$ cat src/hw/maxi_io_config.svh
// Address map, register offsets and sizes for the bus subsystem, included by decoder and devices
`ifndef MAXI_IO_CONFIG_SVH
`define MAXI_IO_CONFIG_SVH

// Device classes in the high byte of the byte address
`define MAXI_MEM_CLASS 8'h00
`define MAXI_IO_CLASS 8'h0F

// Tone generator word indices, byte address bits 7 to 2 of the I/O class
`define MAXI_REG_TONE_PERIOD 6'd1
`define MAXI_REG_TONE_DURATION 6'd2
`define MAXI_REG_TONE_STATUS 6'd3

// Program RAM depth in 32-bit words, must be a power of two
`define MAXI_MEM_WORDS 256

// Width of the tone period and duration counters
`define MAXI_TONE_WIDTH 16

`endif

$ cat src/hw/maxi_io_pkg.sv
// Bus request, read response and device select types shared by all bus subsystem modules
package maxi_io_pkg;

    // One bus cycle from the master
    // Address is the word address, byte address bits 31 to 2
    typedef struct packed {
        logic [29:0] address;
        logic [31:0] data;
        logic [3:0]  strobes;
        logic        read;
        logic        write;
    } bus_req_t;

    // Registered read return from one device
    typedef struct packed {
        logic        valid;
        logic [31:0] data;
    } rd_resp_t;

    // Device selects, at most one set at a time
    typedef struct packed {
        logic mem_cs;
        logic tone_period_cs;
        logic tone_duration_cs;
        logic tone_status_cs;
    } dev_sel_t;

endpackage

$ cat src/hw/data_in_mux.sv
// Read return mux, forwards whichever device response is valid to the bus master
`timescale 1ns/1ps

module data_in_mux (
    input  logic                  rst_n,
    input  maxi_io_pkg::rd_resp_t mem_resp,
    input  maxi_io_pkg::rd_resp_t tone_resp,
    output maxi_io_pkg::rd_resp_t rd_data
);

    // Selected by valid alone, no address is looked at here
    always_comb begin
        if (mem_resp.valid) begin
            rd_data = mem_resp;
        end else if (tone_resp.valid) begin
            rd_data = tone_resp;
        end else begin
            rd_data = '0;
        end
    end

    // Reads are serialized by the master, so two returns never meet
    always_comb begin
        if (rst_n) begin
            a_single_resp: assert (!(mem_resp.valid && tone_resp.valid))
                else $error("data_in_mux: two read responses in one cycle");
        end
    end

endmodule

$ cat config.mk
export PLATFORM = sky130hd
export DESIGN_NAME = data_in_mux
export DESIGN_NICKNAME = d
export VERILOG_FILES = /design/src/hw/maxi_io_config.svh /design/src/hw/maxi_io_pkg.sv /design/src/hw/data_in_mux.sv
export SDC_FILE = /design/constraint.sdc
export NUM_CORES = 1
export LEC_CHECK = 0
export BUFFER_PORTS_ARGS = -buffer_cell sky130_fd_sc_hd__buf_2
export CORE_MARGIN = 8
export CORE_UTILIZATION = 21
export DETAILED_ROUTE_END_ITERATION = 16
export PLACE_DENSITY = 0.91
export SYNTH_ARGS = -nofsm -noshare
export SYNTH_HDL_FRONTEND = slang
export SYNTH_SLANG_ARGS = --single-unit
$ cat constraint.sdc
create_clock -name vclk -period 0.8
set_input_delay 0.04 -clock vclk [all_inputs]
set_output_delay 0.04 -clock vclk [all_outputs]
set_load 0.05 [all_outputs]
==> flow_summary_export.csv <==
group,metric,value,unit
floorplan,dieArea,0.00335,mm^2
power_and_ir_drop,peakVddDrop,0.578,mV
drt,via_count,840,
cells_and_area,fin_nets,212,
floorplan,die_w,57.9,um
worst_setup_path,critical_path.cell_chain,"buf_6 -> nor2b_4 -> clkbuf_16 -> a22o_2 -> buf_6",
cells_and_area,final_cell_area,0.00130,mm^2
floorplan,start_util,21.8,%
placed_design,dp_hpwl,2280,um
worst_setup_path,cp-startpoint,"mem_resp[32]",
placed_design,placed_cell_area,932,um^2
cells_and_area,insertedDiodeCount,0,
power_and_ir_drop,pwr_density_cell,999,mW/mm^2
cells_and_area,clkbuf_count,0,
global_routing,grt_use_total,15.6,%
drt,drt-total-wl,3440,um
timing,holdWs,414,ps
placed_design,dpl.cell_count,158,
worst_setup_path,slowest_stage,"nor2b_4",
placed_design,post-place-ws,-141,ps
drt,drcViolationCount,0,
cells_and_area,seqCellArea,0,um^2
floorplan,coreArea,0.00169,mm^2
worst_setup_path,setup.worst_path.start_class,"input port",
global_routing,grt_pass1_vias,867,
timing,setup_ws,-93.8,ps
floorplan,io_pins,100,
floorplan,row_count,15,
status,outcome,"finished with violations",
drt,drt-initial-drc-count,11,
worst_setup_path,cp.arrival,850,ps
timing,rsz0062_at_grt,"true",
synthesis,syn_nets,112,
floorplan,die_h,57.9,um
cells_and_area,seq_cells,0,
timing,max_slew_margin,83.2,%
global_routing,antenna_found_initial,0,
timing,tightest_slew,254,ps
timing,drv_slew,0,
drt,ant_nets,0,
worst_setup_path,cp_max_fo,8,
timing,fin_crit_sh,112,%
synthesis,synthTopCellsByArea,"a22o_1 (71%), buf_6 (12%), buf_2 (4.1%)",
placed_design,gp_congestion,0.838,
global_routing,grt_max_degree,21,
cells_and_area,final_common_cell,"buf_2",
worst_hold_path,min_from,"tone_resp[21]",
synthesis,yosysUniqueCellTypes,7,
drt,drt_first_pass_iters,4,
synthesis,yosysTopAreaCell,"a22o_1",
cells_and_area,instances_no_fill,160,
cells_and_area,areaGrowthSynthToFinish,254,%
worst_setup_path,slowest_delay,200,ps
worst_hold_path,min_path_cells,3,
worst_setup_path,crit_required,760,ps
timing,hold_viol,0,
worst_setup_path,crit_path_end_kind,"primary output",
cells_and_area,final_cell_mix,"buf_2 (65), a22o_2 (22), buf_8 (19), buf_6 (13), a22o_4 (8)",
worst_setup_path,crit_type,"in2out",
worst_hold_path,hold_class,"in2out",
synthesis,ys_seq_area_share,0,%
drt,vias_per_cell,5.25,
drt,detail_route.wl_per_cell,21.5,um
timing,min_period,894,ps
placed_design,io_buffers,99,
timing,setup_viol,31,
run,cap_viol_max_count,0,
status,violations,"negative setup slack",
global_routing,grt-ovfl-total,0,
worst_setup_path,path_common_cell,"buf_6",
power_and_ir_drop,power.static_leakage,0.704,nW
synthesis,syn_area,368,um^2
synthesis,ys.warnings.count,0,
power_and_ir_drop,total_power,0.00130,W
timing,fmax,1120,MHz
synthesis,postSynthCellCount,45,
synthesis,yosys.area.top_type_share,71.4,%
cells_and_area,drive_above_1_share,97.2,%
global_routing,grt_pass1_wl,4360,um
worst_hold_path,holdPathEnd,"rd_data[21]",
synthesis,syn_avg_cell_area,8.17,um^2
worst max-delay path by stage:
stage | endpoint | cells after the start | slack [ps]
2_1_floorplan | rd_data[29] | 3 | -50
3_3_place_gp | rd_data[5] | 5 | -110
3_5_place_dp | rd_data[5] | 5 | -140
4_1_cts | rd_data[5] | 5 | -50
5_1_grt | rd_data[19] | 5 | -110
6_report | rd_data[19] | 5 | -90
cells by family (layout without fill, tap and decap cells):
| logic type | Yosys count | in the layout | synth area share (%) |
|---|---|---|---|
| buffers and inverters | 7 | 105 | 16.3 |
| AND/OR/NAND/NOR | 6 | 6 | 9.52 |
| AO/OA/AOI/OAI | 32 | 32 | 74.1 |
report_power, final:
| group | total (W) | switching (W) | internal, W |
|---|---|---|---|
| logic | 0.00130 | 0.000716 | 0.000584 |
| clock network | 0 | 0 | 0 |
| registers | 0 | 0 | 0 |
| total | 0.00130 | 0.000716 | 0.000584 |
layout make-up:
type / count / area, um^2
Tap cell: 17 / 21.3
Timing Repair Buffer: 105 / 860
Fill cell: 109 / 388
Multi-Input combinational cell: 38 / 420
metal layers:
metal / part of all wire [%] / routed length (um) / track usage [%]
met2: 59 / 2040 / 34.2
met5: 0 / 0 / 0
met3: 9.0 / 310 / 5.52
met1: 31 / 1080 / 13.5
met4: 0.32 / 11 / 0
Yosys cell counts:
| cell | instances |
|---|---|
| a22o_1 | 30 |
| buf_2 | 3 |
| o21ai_1 | 2 |
| nand2_1 | 4 |
| buf_6 | 4 |
| or2_2 | 1 |
| nor2b_4 | 1 |
timing repair:
item | CTS | global route
hold buffers | 0 | 0
hold endpoints to repair | 0 | 0
setup endpoints to repair | 32 | 32
pin swaps | 0 | 1
resized for setup | 62 | 31
cloned | 0 | 1
buffers inserted | 0 | 1
metrics by stage:
step	utilization, %	setup TNS, ps
2_1_floorplan	-	-48.0
3_3_place_gp	55.2	-3310
3_5_place_dp	55.2	-4060
4_1_cts	66.6	-1420
5_1_grt	77.0	-2310
6_report	77.0	-1630
critical path, delay by kind of cell:
kind            cells  cell delay [ps]
simple gates        1              200
compound gates      1              150
buf+inv             3              450
No activity file was read; power rests on OpenSTA's default activity.
