### src/hw/maxi_io_config.svh
// Address map, register offsets and sizes for the bus subsystem, included by decoder and devices
`ifndef MAXI_IO_CONFIG_SVH
`define MAXI_IO_CONFIG_SVH

// Device classes in the high byte of the byte address
`define MAXI_MEM_CLASS 8'h00
`define MAXI_IO_CLASS 8'h0F

// Tone generator word indices, byte address bits 7 to 2 of the I/O class
`define MAXI_REG_TONE_PERIOD 6'd1
`define MAXI_REG_TONE_DURATION 6'd2
`define MAXI_REG_TONE_STATUS 6'd3

// Program RAM depth in 32-bit words, must be a power of two
`define MAXI_MEM_WORDS 256

// Width of the tone period and duration counters
`define MAXI_TONE_WIDTH 16

`endif

### src/hw/maxi_io_pkg.sv
// Bus request, read response and device select types shared by all bus subsystem modules
package maxi_io_pkg;

    // One bus cycle from the master
    // Address is the word address, byte address bits 31 to 2
    typedef struct packed {
        logic [29:0] address;
        logic [31:0] data;
        logic [3:0]  strobes;
        logic        read;
        logic        write;
    } bus_req_t;

    // Registered read return from one device
    typedef struct packed {
        logic        valid;
        logic [31:0] data;
    } rd_resp_t;

    // Device selects, at most one set at a time
    typedef struct packed {
        logic mem_cs;
        logic tone_period_cs;
        logic tone_duration_cs;
        logic tone_status_cs;
    } dev_sel_t;

endpackage

### src/hw/addr_decode.sv
// Address decoder, turns a bus request into device selects and flags unmapped strobes
`timescale 1ns/1ps
`include "maxi_io_config.svh"

module addr_decode (
    input  logic                  clock,
    input  logic                  rst_n,
    input  maxi_io_pkg::bus_req_t req,
    output maxi_io_pkg::dev_sel_t sel,
    output logic                  bus_error
);
    import maxi_io_pkg::*;

    // Device class is the high byte of the byte address
    logic [7:0] dev_class;
    // Register word index inside the low byte
    logic [5:0] reg_index;
    logic       is_io;
    dev_sel_t   dec;

    assign dev_class = req.address[29:22];
    assign reg_index = req.address[5:0];
    assign is_io     = (dev_class == `MAXI_IO_CLASS);

    // RAM takes the whole memory class and aliases above its depth
    always_comb begin
        dec.mem_cs           = (dev_class == `MAXI_MEM_CLASS);
        dec.tone_period_cs   = is_io && (reg_index == `MAXI_REG_TONE_PERIOD);
        dec.tone_duration_cs = is_io && (reg_index == `MAXI_REG_TONE_DURATION);
        dec.tone_status_cs   = is_io && (reg_index == `MAXI_REG_TONE_STATUS);
    end

    assign sel = dec;

    // A strobe that hits no device gives a one-cycle error pulse
    always_ff @(posedge clock) begin
        if (!rst_n) begin
            bus_error <= 1'b0;
        end else begin
            bus_error <= (req.read || req.write) && (dec == '0);
        end
    end

    // Class and offset compares must never overlap
    a_sel_onehot: assert property (@(posedge clock) disable iff (!rst_n) $onehot0(sel))
        else $error("addr_decode: several devices selected at once");

endmodule

### config.mk
export PLATFORM = sky130hd
export DESIGN_NAME = addr_decode
export DESIGN_NICKNAME = d
export VERILOG_FILES = /design/src/hw/maxi_io_pkg.sv /design/src/hw/addr_decode.sv
export VERILOG_INCLUDE_DIRS = /design/src /design/src/hw
export SDC_FILE = /design/constraint.sdc
export NUM_CORES = 1
export LEC_CHECK = 0
export BUFFER_PORTS_ARGS = -buffer_cell sky130_fd_sc_hd__buf_2
export CAP_MARGIN = 20
export CORE_AREA = 10 10 47 49
export CTS_BUF_LIST = sky130_fd_sc_hd__clkbuf_4 sky130_fd_sc_hd__clkbuf_8
export DETAILED_ROUTE_END_ITERATION = 12
export DIE_AREA = 0 0 57 59
export PLACE_DENSITY_LB_ADDON = 0.12
export RECOVER_POWER = 25
export SETUP_SLACK_MARGIN = 0.05
export SYNTH_ARGS = -nofsm -noshare
export SYNTH_HDL_FRONTEND = slang
export SYNTH_SLANG_ARGS = --single-unit
### constraint.sdc
create_clock -name clock -period 0.8 [get_ports clock]
set_input_delay 0.04 -clock clock [delete_from_list [all_inputs] [get_ports clock]]
set_output_delay 0.04 -clock clock [all_outputs]
set_load 0.1 [all_outputs]
==> run_results.csv <==
group,metric,value,unit
global_routing,globalRouteOverflowTotal,0,
critical_path,worstSetupPathType,"input pin to primary output",
floorplan,initial_core_util,0.0866,
critical_path,crit_buf_inv,3,
floorplan,die_x,57,um
timing,tightest_slew,0.324,ns
logic_synthesis,ys_seq_elements,1,
detailed_routing,drtIter0Drc,1,
status,violations,"negative setup slack",
logic_synthesis,syn_area,121,sq um
timing,setup-tns-final,-1.47,ns
finish,num-nets-final,110,
finish,final_common_cell,"buf_2",
power_and_ir_drop,ir_drop,0.103,mV
timing,layout_min_cycle_time,1.17,ns
floorplan,core_area,0.00140,sq mm
finish,antennaDiodeCount,0,
timing,setup_viol,5,
finish,reg_top3,"bus_error x1",
global_routing,grt_max_degree,6,
critical_path,worstSetupStartpointType,"input pin",
job,max-cap-violations,0,
floorplan,dieArea,0.00336,sq mm
detailed_routing,dr_total_vias,220,
floorplan,boundaryPins,75,
detailed_routing,drt-total-wl,704,um
timing,fmax,855,MHz
critical_path,slowest_stage,"and4b_4",
detailed_routing,drc_errors,0,
logic_synthesis,synth_cell_types,11,
placement,place_ws,-0.385,ns
status,outcome,"finished with violations",
power_and_ir_drop,p_per_area,441,mW/mm^2
critical_path,critPathCaptureType,"primary output",
placement,place_inst,52,
detailed_routing,ant_nets,0,
placement,finalWeightedCongestion,0.578,
finish,regMostFlops,"bus_error",
logic_synthesis,postSynthAreaPerCell,9.34,sq um
floorplan,row_count,14,
timing,rsz0062_at_grt,"true",
logic_synthesis,syn_inst,13,
critical_path,required,0.76,ns
finish,largest_register_ffs,1,
finish,fin_util,0.281,
finish,drive_gt1_frac,0.868,
placement,io_buffers,22,
global_routing,antenna_found_initial,0,
detailed_routing,first_pass_iters,2,
worst_hold_path,min_path_type,"input pin to flip-flop",
clocking,clk_pin_slew,0,ns
finish,synthToLayoutAreaGrowth,225,%
timing,period_share,1.46,
power_and_ir_drop,p_leak,0.000166,uW
global_routing,grt_pass1_wl,1.15,mm
logic_synthesis,synth_nets,83,
critical_path,cp.arrival,1.13,ns
worst_hold_path,hold_end,"bus_error$_SDFF_PN0_",
critical_path,cp_max_fo,4,
global_routing,grt_pass1_vias,241,
timing,maxSlewHeadroom,0.782,
timing,hold_violations,0,
critical_path,critPathTopFamily,"simple AND/OR/NAND/NOR gates",
detailed_routing,wl_per_cell,13.0,um
worst_hold_path,min-delay-start,"rst_n",
critical_path,crit_chain,"buf_6 > nand4bb_4 > nor4_2 > buf_4 > and4b_4 > buf_12",
floorplan,die_h,59,um
logic_synthesis,yosysWarningCount,0,
timing,setup_ws,-0.369,ns
detailed_routing,viasPerCell,4.07,
timing,drv_slew,0,
critical_path,critPathMaxStageDelay,0.25,ns
finish,mostFrequentLayoutCells,"14 x buf_2, 4 x buf_12, 3 x buf_6, 3 x buf_4, 2 x and4b_4",
logic_synthesis,yosysSeqAreaShare,0.165,
global_routing,gr-usage-all-layers,0.0402,
finish,layout.cells.non_filler,54,
worst_hold_path,holdPathStages,3,
## kinds of logic after synthesis
group	synth area share
flip-flops	0.165
AND/OR/NAND/NOR	0.670
AO/OA/AOI/OAI	0.165
## power by group
| group | total [uW] | leakage, uW | internal [uW] | switching [uW] |
|---|---|---|---|---|
| registers | 55.8 | 0.00000855 | 55.0 | 0.843 |
| clock network | 0 | 0 | 0 | 0 |
| logic | 118 | 0.000158 | 58.1 | 60.1 |
| total | 174 | 0.000166 | 113 | 60.9 |
## worst max path at each step
stage | from | to | slack, ns | cells after the start
finish | req[42] | sel[2] | -0.37 | 6
global route | req[42] | sel[2] | -0.45 | 6
CTS | req[42] | sel[2] | -0.37 | 6
detailed placement | req[42] | sel[2] | -0.39 | 6
global placement | req[42] | sel[1] | -0.35 | 6
floorplan | req[42] | sel[1] | -0.29 | 3
## cell usage after synthesis
master | n | area (sq um)
and4b_1 | 2 | 20.0
nor4_2 | 2 | 25.0
a211oi_1 | 1 | 7.51
and2_1 | 1 | 6.26
and4_1 | 1 | 8.76
dfxtp_1 | 1 | 20.0
nand2_1 | 1 | 3.75
nand4bb_1 | 1 | 11.3
nor4_1 | 1 | 6.26
o21a_1 | 1 | 7.51
o21ai_0 | 1 | 5.00
## what timing repair did
action	4_1_cts	5_1_grt
buffers inserted	1	1
pin swaps	2	0
setup endpoints to repair	5	5
hold endpoints to repair	0	0
hold buffers	0	0
gates resized for setup	3	1
## stage by stage
| stage | power (uW) | cell area (sq um) | hold WS (ns) |
|---|---|---|---|
| after global placement | 167 | 357 | 0.346 |
| after detailed placement | 169 | 357 | 0.318 |
| after global routing | 184 | 394 | 0.318 |
| after CTS | 179 | 383 | 0.318 |
| final | 174 | 394 | 0.304 |
| after floorplan | 97.7 | 144 | 0.182 |
## layout make-up
class | count | area (sq um)
Fill cell | 163 | 1010
Timing Repair Buffer | 25 | 214
Multi-Input combinational cell | 12 | 139
Sequential cell | 1 | 21.3
Tap cell | 16 | 20.0
## routing by layer
layer / up-vias / track usage / routed length [um]
met5: - / 0 / 0
met1: 97 / 0.0509 / 318
met4: 0 / 0 / 0
met3: 0 / 0.0107 / 63
met2: 16 / 0.0698 / 322
li1: 107 / - / -
Power figures use the tool's default switching activity.
