## src/hw/maxi_io_config.svh

```systemverilog
// Address map, register offsets and sizes for the bus subsystem, included by decoder and devices
`ifndef MAXI_IO_CONFIG_SVH
`define MAXI_IO_CONFIG_SVH

// Device classes in the high byte of the byte address
`define MAXI_MEM_CLASS 8'h00
`define MAXI_IO_CLASS 8'h0F

// Tone generator word indices, byte address bits 7 to 2 of the I/O class
`define MAXI_REG_TONE_PERIOD 6'd1
`define MAXI_REG_TONE_DURATION 6'd2
`define MAXI_REG_TONE_STATUS 6'd3

// Program RAM depth in 32-bit words, must be a power of two
`define MAXI_MEM_WORDS 256

// Width of the tone period and duration counters
`define MAXI_TONE_WIDTH 16

`endif

```

## src/hw/maxi_io_pkg.sv

```systemverilog
// Bus request, read response and device select types shared by all bus subsystem modules
package maxi_io_pkg;

    // One bus cycle from the master
    // Address is the word address, byte address bits 31 to 2
    typedef struct packed {
        logic [29:0] address;
        logic [31:0] data;
        logic [3:0]  strobes;
        logic        read;
        logic        write;
    } bus_req_t;

    // Registered read return from one device
    typedef struct packed {
        logic        valid;
        logic [31:0] data;
    } rd_resp_t;

    // Device selects, at most one set at a time
    typedef struct packed {
        logic mem_cs;
        logic tone_period_cs;
        logic tone_duration_cs;
        logic tone_status_cs;
    } dev_sel_t;

endpackage

```

## src/hw/tonegen_interface.sv

```systemverilog
// Tone generator peripheral, period and duration registers driving the buzzer pin
`timescale 1ns/1ps
`include "maxi_io_config.svh"

module tonegen_interface (
    input  logic                  clock,
    input  logic                  rst_n,
    input  maxi_io_pkg::bus_req_t req,
    input  maxi_io_pkg::dev_sel_t sel,
    output maxi_io_pkg::rd_resp_t resp,
    output logic                  buzzer
);
    import maxi_io_pkg::*;

    localparam int width = `MAXI_TONE_WIDTH;

    logic [width-1:0] period;
    // Remaining tone cycles, nonzero while busy
    logic [width-1:0] countdown;
    // Cycles since the last buzzer edge
    logic [width-1:0] phase;
    logic             busy;
    logic             wr_period;
    logic             wr_duration;
    logic             rd_hit;
    rd_resp_t         rd_next;
    logic             resp_valid;
    logic [31:0]      resp_data;

    assign busy        = (countdown != '0);
    assign wr_period   = req.write && sel.tone_period_cs;
    assign wr_duration = req.write && sel.tone_duration_cs;
    assign rd_hit      = req.read
                         && (sel.tone_period_cs || sel.tone_duration_cs || sel.tone_status_cs);

    always_ff @(posedge clock) begin
        if (!rst_n) begin
            period <= '0;
        end else if (wr_period) begin
            period <= req.data[width-1:0];
        end
    end

    always_ff @(posedge clock) begin
        if (!rst_n) begin
            countdown <= '0;
            phase     <= '0;
            buzzer    <= 1'b0;
        end else if (wr_duration) begin
            // New duration restarts the tone from a low buzzer
            countdown <= req.data[width-1:0];
            phase     <= '0;
            buzzer    <= 1'b0;
        end else if (busy) begin
            countdown <= countdown - 1'b1;
            if (countdown == width'(1)) begin
                // Last cycle, buzzer drops with busy
                phase  <= '0;
                buzzer <= 1'b0;
            end else if (period == '0) begin
                buzzer <= 1'b0;
            end else if (phase >= period - 1'b1) begin
                phase  <= '0;
                buzzer <= ~buzzer;
            end else begin
                phase <= phase + 1'b1;
            end
        end
    end

    // Register readback, status holds busy in bit 0
    always_comb begin
        rd_next.valid = rd_hit;
        if (sel.tone_period_cs) begin
            rd_next.data = 32'(period);
        end else if (sel.tone_duration_cs) begin
            rd_next.data = 32'(countdown);
        end else begin
            rd_next.data = 32'(busy);
        end
    end

    always_ff @(posedge clock) begin
        if (rd_hit) begin
            resp_data <= rd_next.data;
        end
    end

    always_ff @(posedge clock) begin
        if (!rst_n) begin
            resp_valid <= 1'b0;
        end else begin
            resp_valid <= rd_next.valid;
        end
    end

    assign resp.valid = resp_valid;
    assign resp.data  = resp_data;

    a_quiet_idle: assert property (@(posedge clock) disable iff (!rst_n) !busy |-> !buzzer)
        else $error("tonegen_interface: buzzer high while idle");

endmodule

```

## config.mk

```make
export PLATFORM = sky130hd
export DESIGN_NAME = tonegen_interface
export DESIGN_NICKNAME = d
export VERILOG_FILES = /design/src/hw/maxi_io_pkg.sv /design/src/hw/tonegen_interface.sv
export VERILOG_INCLUDE_DIRS = /design/src /design/src/hw
export SDC_FILE = /design/constraint.sdc
export NUM_CORES = 1
export LEC_CHECK = 0
export BUFFER_PORTS_ARGS = -buffer_cell sky130_fd_sc_hd__buf_4
export CORE_ASPECT_RATIO = 1.4
export CORE_MARGIN = 2
export CORE_UTILIZATION = 45
export CTS_CLUSTER_DIAMETER = 100
export DETAILED_ROUTE_END_ITERATION = 16
export PLACE_DENSITY = 0.7
export SETUP_SLACK_MARGIN = 0.02
export SLEW_MARGIN = 10
export SYNTH_ARGS = -nofsm -noshare
export SYNTH_HDL_FRONTEND = slang
export SYNTH_SLANG_ARGS = --single-unit
```

## constraint.sdc

```tcl
create_clock -name clock -period 3.7 [get_ports clock]
set_input_delay 0.74 -clock clock [delete_from_list [all_inputs] [get_ports clock]]
set_output_delay 0.74 -clock clock [all_outputs]
set_load 0.005 [all_outputs]
```

==> reports/summary.txt <==
Cell count after placement: 601
Slew at the pin with the worst max-slew slack: 0.7462 ns
Crit share post-route: 88.21%
CTS Root Buffer Type: clkbuf_16
Final number of max-transition violations: 0
Clock tree sinks: 66
CP Data Arrival Time: 3.50 ns
FF-to-FF setup slack: 0.44 ns
Crit. End Element: flip-flop
Worst slew margin relative to its limit: 50.25%
R2R depth: 14
Post-Syn Area: 0.003948 mm²
Die Span X: 83.16 µm
Met3 WL: 440 µm
Number of distinct library cell variants in the gate-level netlist after synthesis: 51
Total routing resource utilization after global routing: 21.37%
Area inside the core boundary: 0.008558 mm²
Clock H-tree levels: 3
Maximum fanout count along the critical path: 12
HPWL after detailed placement: 7458 µm
Area growth from synthesis to layout: 15.47%
Via count of the first global-routing pass: 3306
IR Drop Worst-Case VDD: 336.3 µV
Clock latency of the later-clocked register in the worst-skew pair: 0.34 ns
Number of buffers on the longest clock path: 2
Number of port buffers: 40
Met1 wire length: 3806 µm
Leakage power of the design: 0.001826 µW
Maximum clock rate: 0.3064 GHz
Number of antenna-violating nets in the routed design: 0
Hold-fix buffers, CTS: 0
Primary flip-flop cell chosen by synthesis mapping: dfxtp_1
Die area: 0.009548 mm²
Setup crit start kind: flip-flop
Nets: 601
Initial antenna violation count: 0
Clock Skews: 0.007338 ns
Required @ worst endpoint: 3.93 ns
Min-Delay Startpoint: period[9]$_SDFFE_PN0P_
Yosys reg bits: 66
Non-filler instance count after layout: 617
Synth warn: 0
Aggregate negative setup slack: 0 ns
Min-Delay Path Depth: 2
Total routed wirelength: 9895 µm
Final setup violation count: 0
TritonCTS clock tree: done
Post CTS Setup Buffer Count: 0
End of the worst hold path: period[9]$_SDFFE_PN0P_
Final core occ: 53.26%
Result of the run: completed
Vias: 3471
Initial Util: 46.13%
GP Congestion: 0.8581
Reg-to-reg critical path startpoint: period[0]$_SDFFE_PN0P_
Synthesized netlist cell count: 473
Uppermost layer routed: met4
Starting DRC count in detailed routing: 130
# Max-Cap Violations: 0
Avg Inst Size Synth: 8.346 µm²
Remaining global-route overflow: 0
Length of routed met2 wiring: 5301 µm
Class of the most critical setup path: flip-flop to flip-flop
Average detailed-routed wire length per instance: 16.04 µm
Ports: 108
Pwr per Cell Area: 492.5 mW/mm²
Part of the Yosys area used for sequential elements: 37.53%
Share of flip-flops with an asynchronous set or reset: 0%
Pre-CTS WS: 0.4729 ns
Residual DRC: 0
Site Rows: 40
Resize count post-CTS: 0
Antenna cells: 0
Number of detailed-route iterations in the first pass: 5
Clock transition time at the flip-flop clock pins of the worst setup and hold paths: 0.06 ns
Fin. Hold Viols: 0
Final standard cell area without fillers: 0.004558 mm²
Worst hold path class: flip-flop to flip-flop
Die Y: 114.8 µm
RSZ-0062 raised after global routing: false
Post-synth EDFFs: 16
Fraction of final layout cells with drive strength greater than 1: 13.87%
Maximum number of pins on one net before global-route repair: 36
Endpoint of the worst-slack reg-to-reg timing path: phase[6]$_SDFFE_PP0P_
Worst Setup Slack, final: 0.4363 ns
Minimum clock period: 3.264 ns
Detailed-route vias per instance: 5.626
Wire length of the first global-routing pass: 16040 µm
Cell Area, Placed: 0.004252 mm²
Total CTS buffers: 9
-- stage by stage --
stage                     total power (µW)  hold slack, ns
final                                 2245          0.5177
after CTS                             2253          0.5200
after detailed placement              1371          0.5115
after floorplan                       1240          0.4700
after global placement                1356          0.5014
after global routing                  2354          0.5318
-- layout make-up --
cell class	instances	area [µm²]
Multi-Input combinational cell	377	2267
Tap cell	105	131.4
Fill cell	797	4000
Clock buffer	9	225.2
Timing Repair Buffer	46	345.3
Clock inverter	7	81.33
Sequential cell	66	1481
Inverter	7	26.28
-- critical path: stages (launching register included) --
cell and delay (ns):
dfxtp_1 0.35, inv_1 0.12, ha_1 0.21, nor2b_1 0.20, nand2_1 0.12, or3_1 0.33
xor2_1 0.16, ha_1 0.28, and4_1 0.21, o31ai_1 0.07, or4_1 0.46, o211a_1 0.20
o21ai_2 0.16, buf_4 0.20, nor2_1 0.07
-- cells by family after synthesis --
group           count (synthesis)  synth area share [%]
xor+xnor                       36                 8.178
simple gates                  209                 25.96
buf+inv                        45                 6.466
mux                             1                0.2536
flops                          66                 37.53
compound gates                 95                 15.18
fa+ha+maj                      20                 6.339
other cells                     1               0.09500
-- worst max path at each step --
stage                           startpoint                     end  slack [ns]
global placement    period[6]$_SDFFE_PN0P_   phase[6]$_SDFFE_PP0P_        0.52
floorplan           period[6]$_SDFFE_PN0P_  phase[10]$_SDFFE_PP0P_        0.69
CTS                 period[0]$_SDFFE_PN0P_   phase[6]$_SDFFE_PP0P_        0.46
detailed placement  period[6]$_SDFFE_PN0P_   phase[6]$_SDFFE_PP0P_        0.47
finish              period[0]$_SDFFE_PN0P_   phase[6]$_SDFFE_PP0P_        0.44
global route        period[3]$_SDFFE_PN0P_  phase[10]$_SDFFE_PP0P_        0.19
-- synthesized netlist by cell type, types with 2 or more instances --
library cell,number,area [µm²]
a21o_1,3,22.52
o211a_1,3,30.03
and2_1,7,43.79
o31a_1,2,17.52
dfxtp_1,50,1001
nor4_1,7,43.79
a22oi_1,3,22.52
ha_1,20,250.2
buf_2,3,15.01
a21boi_0,17,127.6
o211ai_1,2,15.01
buf_6,2,22.52
a21oi_1,20,100.1
or4_1,10,75.07
nor3b_1,2,15.01
nand2_1,93,349.1
nor3_1,14,70.07
and3_1,4,25.02
a21boi_1,2,15.01
nor2_1,34,127.6
nor2b_1,3,18.77
a211oi_1,2,15.01
o21ai_0,31,155.2
edfxtp_1,16,480.5
and4_1,2,17.52
xor2_1,10,87.58
nand2b_1,2,12.51
nand4_1,8,50.05
o31ai_1,3,22.52
inv_1,7,26.28
clkbuf_1,15,56.30
xnor2_1,25,219.0
buf_4,18,135.1
nand3_1,14,70.07
a31oi_1,3,18.77
-- cell usage in the layout, fill, tap and decap left out, drive strengths merged, types with 7 or more instances in the layout --
master / n
o21ai: 32
a21oi: 20
dfxtp: 50
clkbuf: 9
nand4: 9
xnor2: 26
edfxtp: 16
buf: 46
nand3: 15
nand2: 93
and2: 7
xor2: 10
inv: 11
nor3: 14
a21boi: 20
ha: 20
nor4: 8
conb: 16
nor2: 35
or4: 10
-- routing by layer --
metal | vias up | GRT usage [%]
met5 | - | 0
met4 | 0 | 10.38
met3 | 30 | 4.666
met2 | 100 | 39.84
met1 | 1637 | 22.80
li1 | 1704 | -
-- power breakdown --
group	internal, µW	total [µW]	switching, µW
Sequential	798	864	66.0
Clock	532	884	352
Combinational	211	498	287
Total	1540	2250	705
-- sequential cells by signal, indices dropped and copies added (netlist names) --
name	cells
countdown	16
period	16
phase	16
resp_data	16
resp_valid	1
buzzer	1
Power figures use the tool's default switching activity.
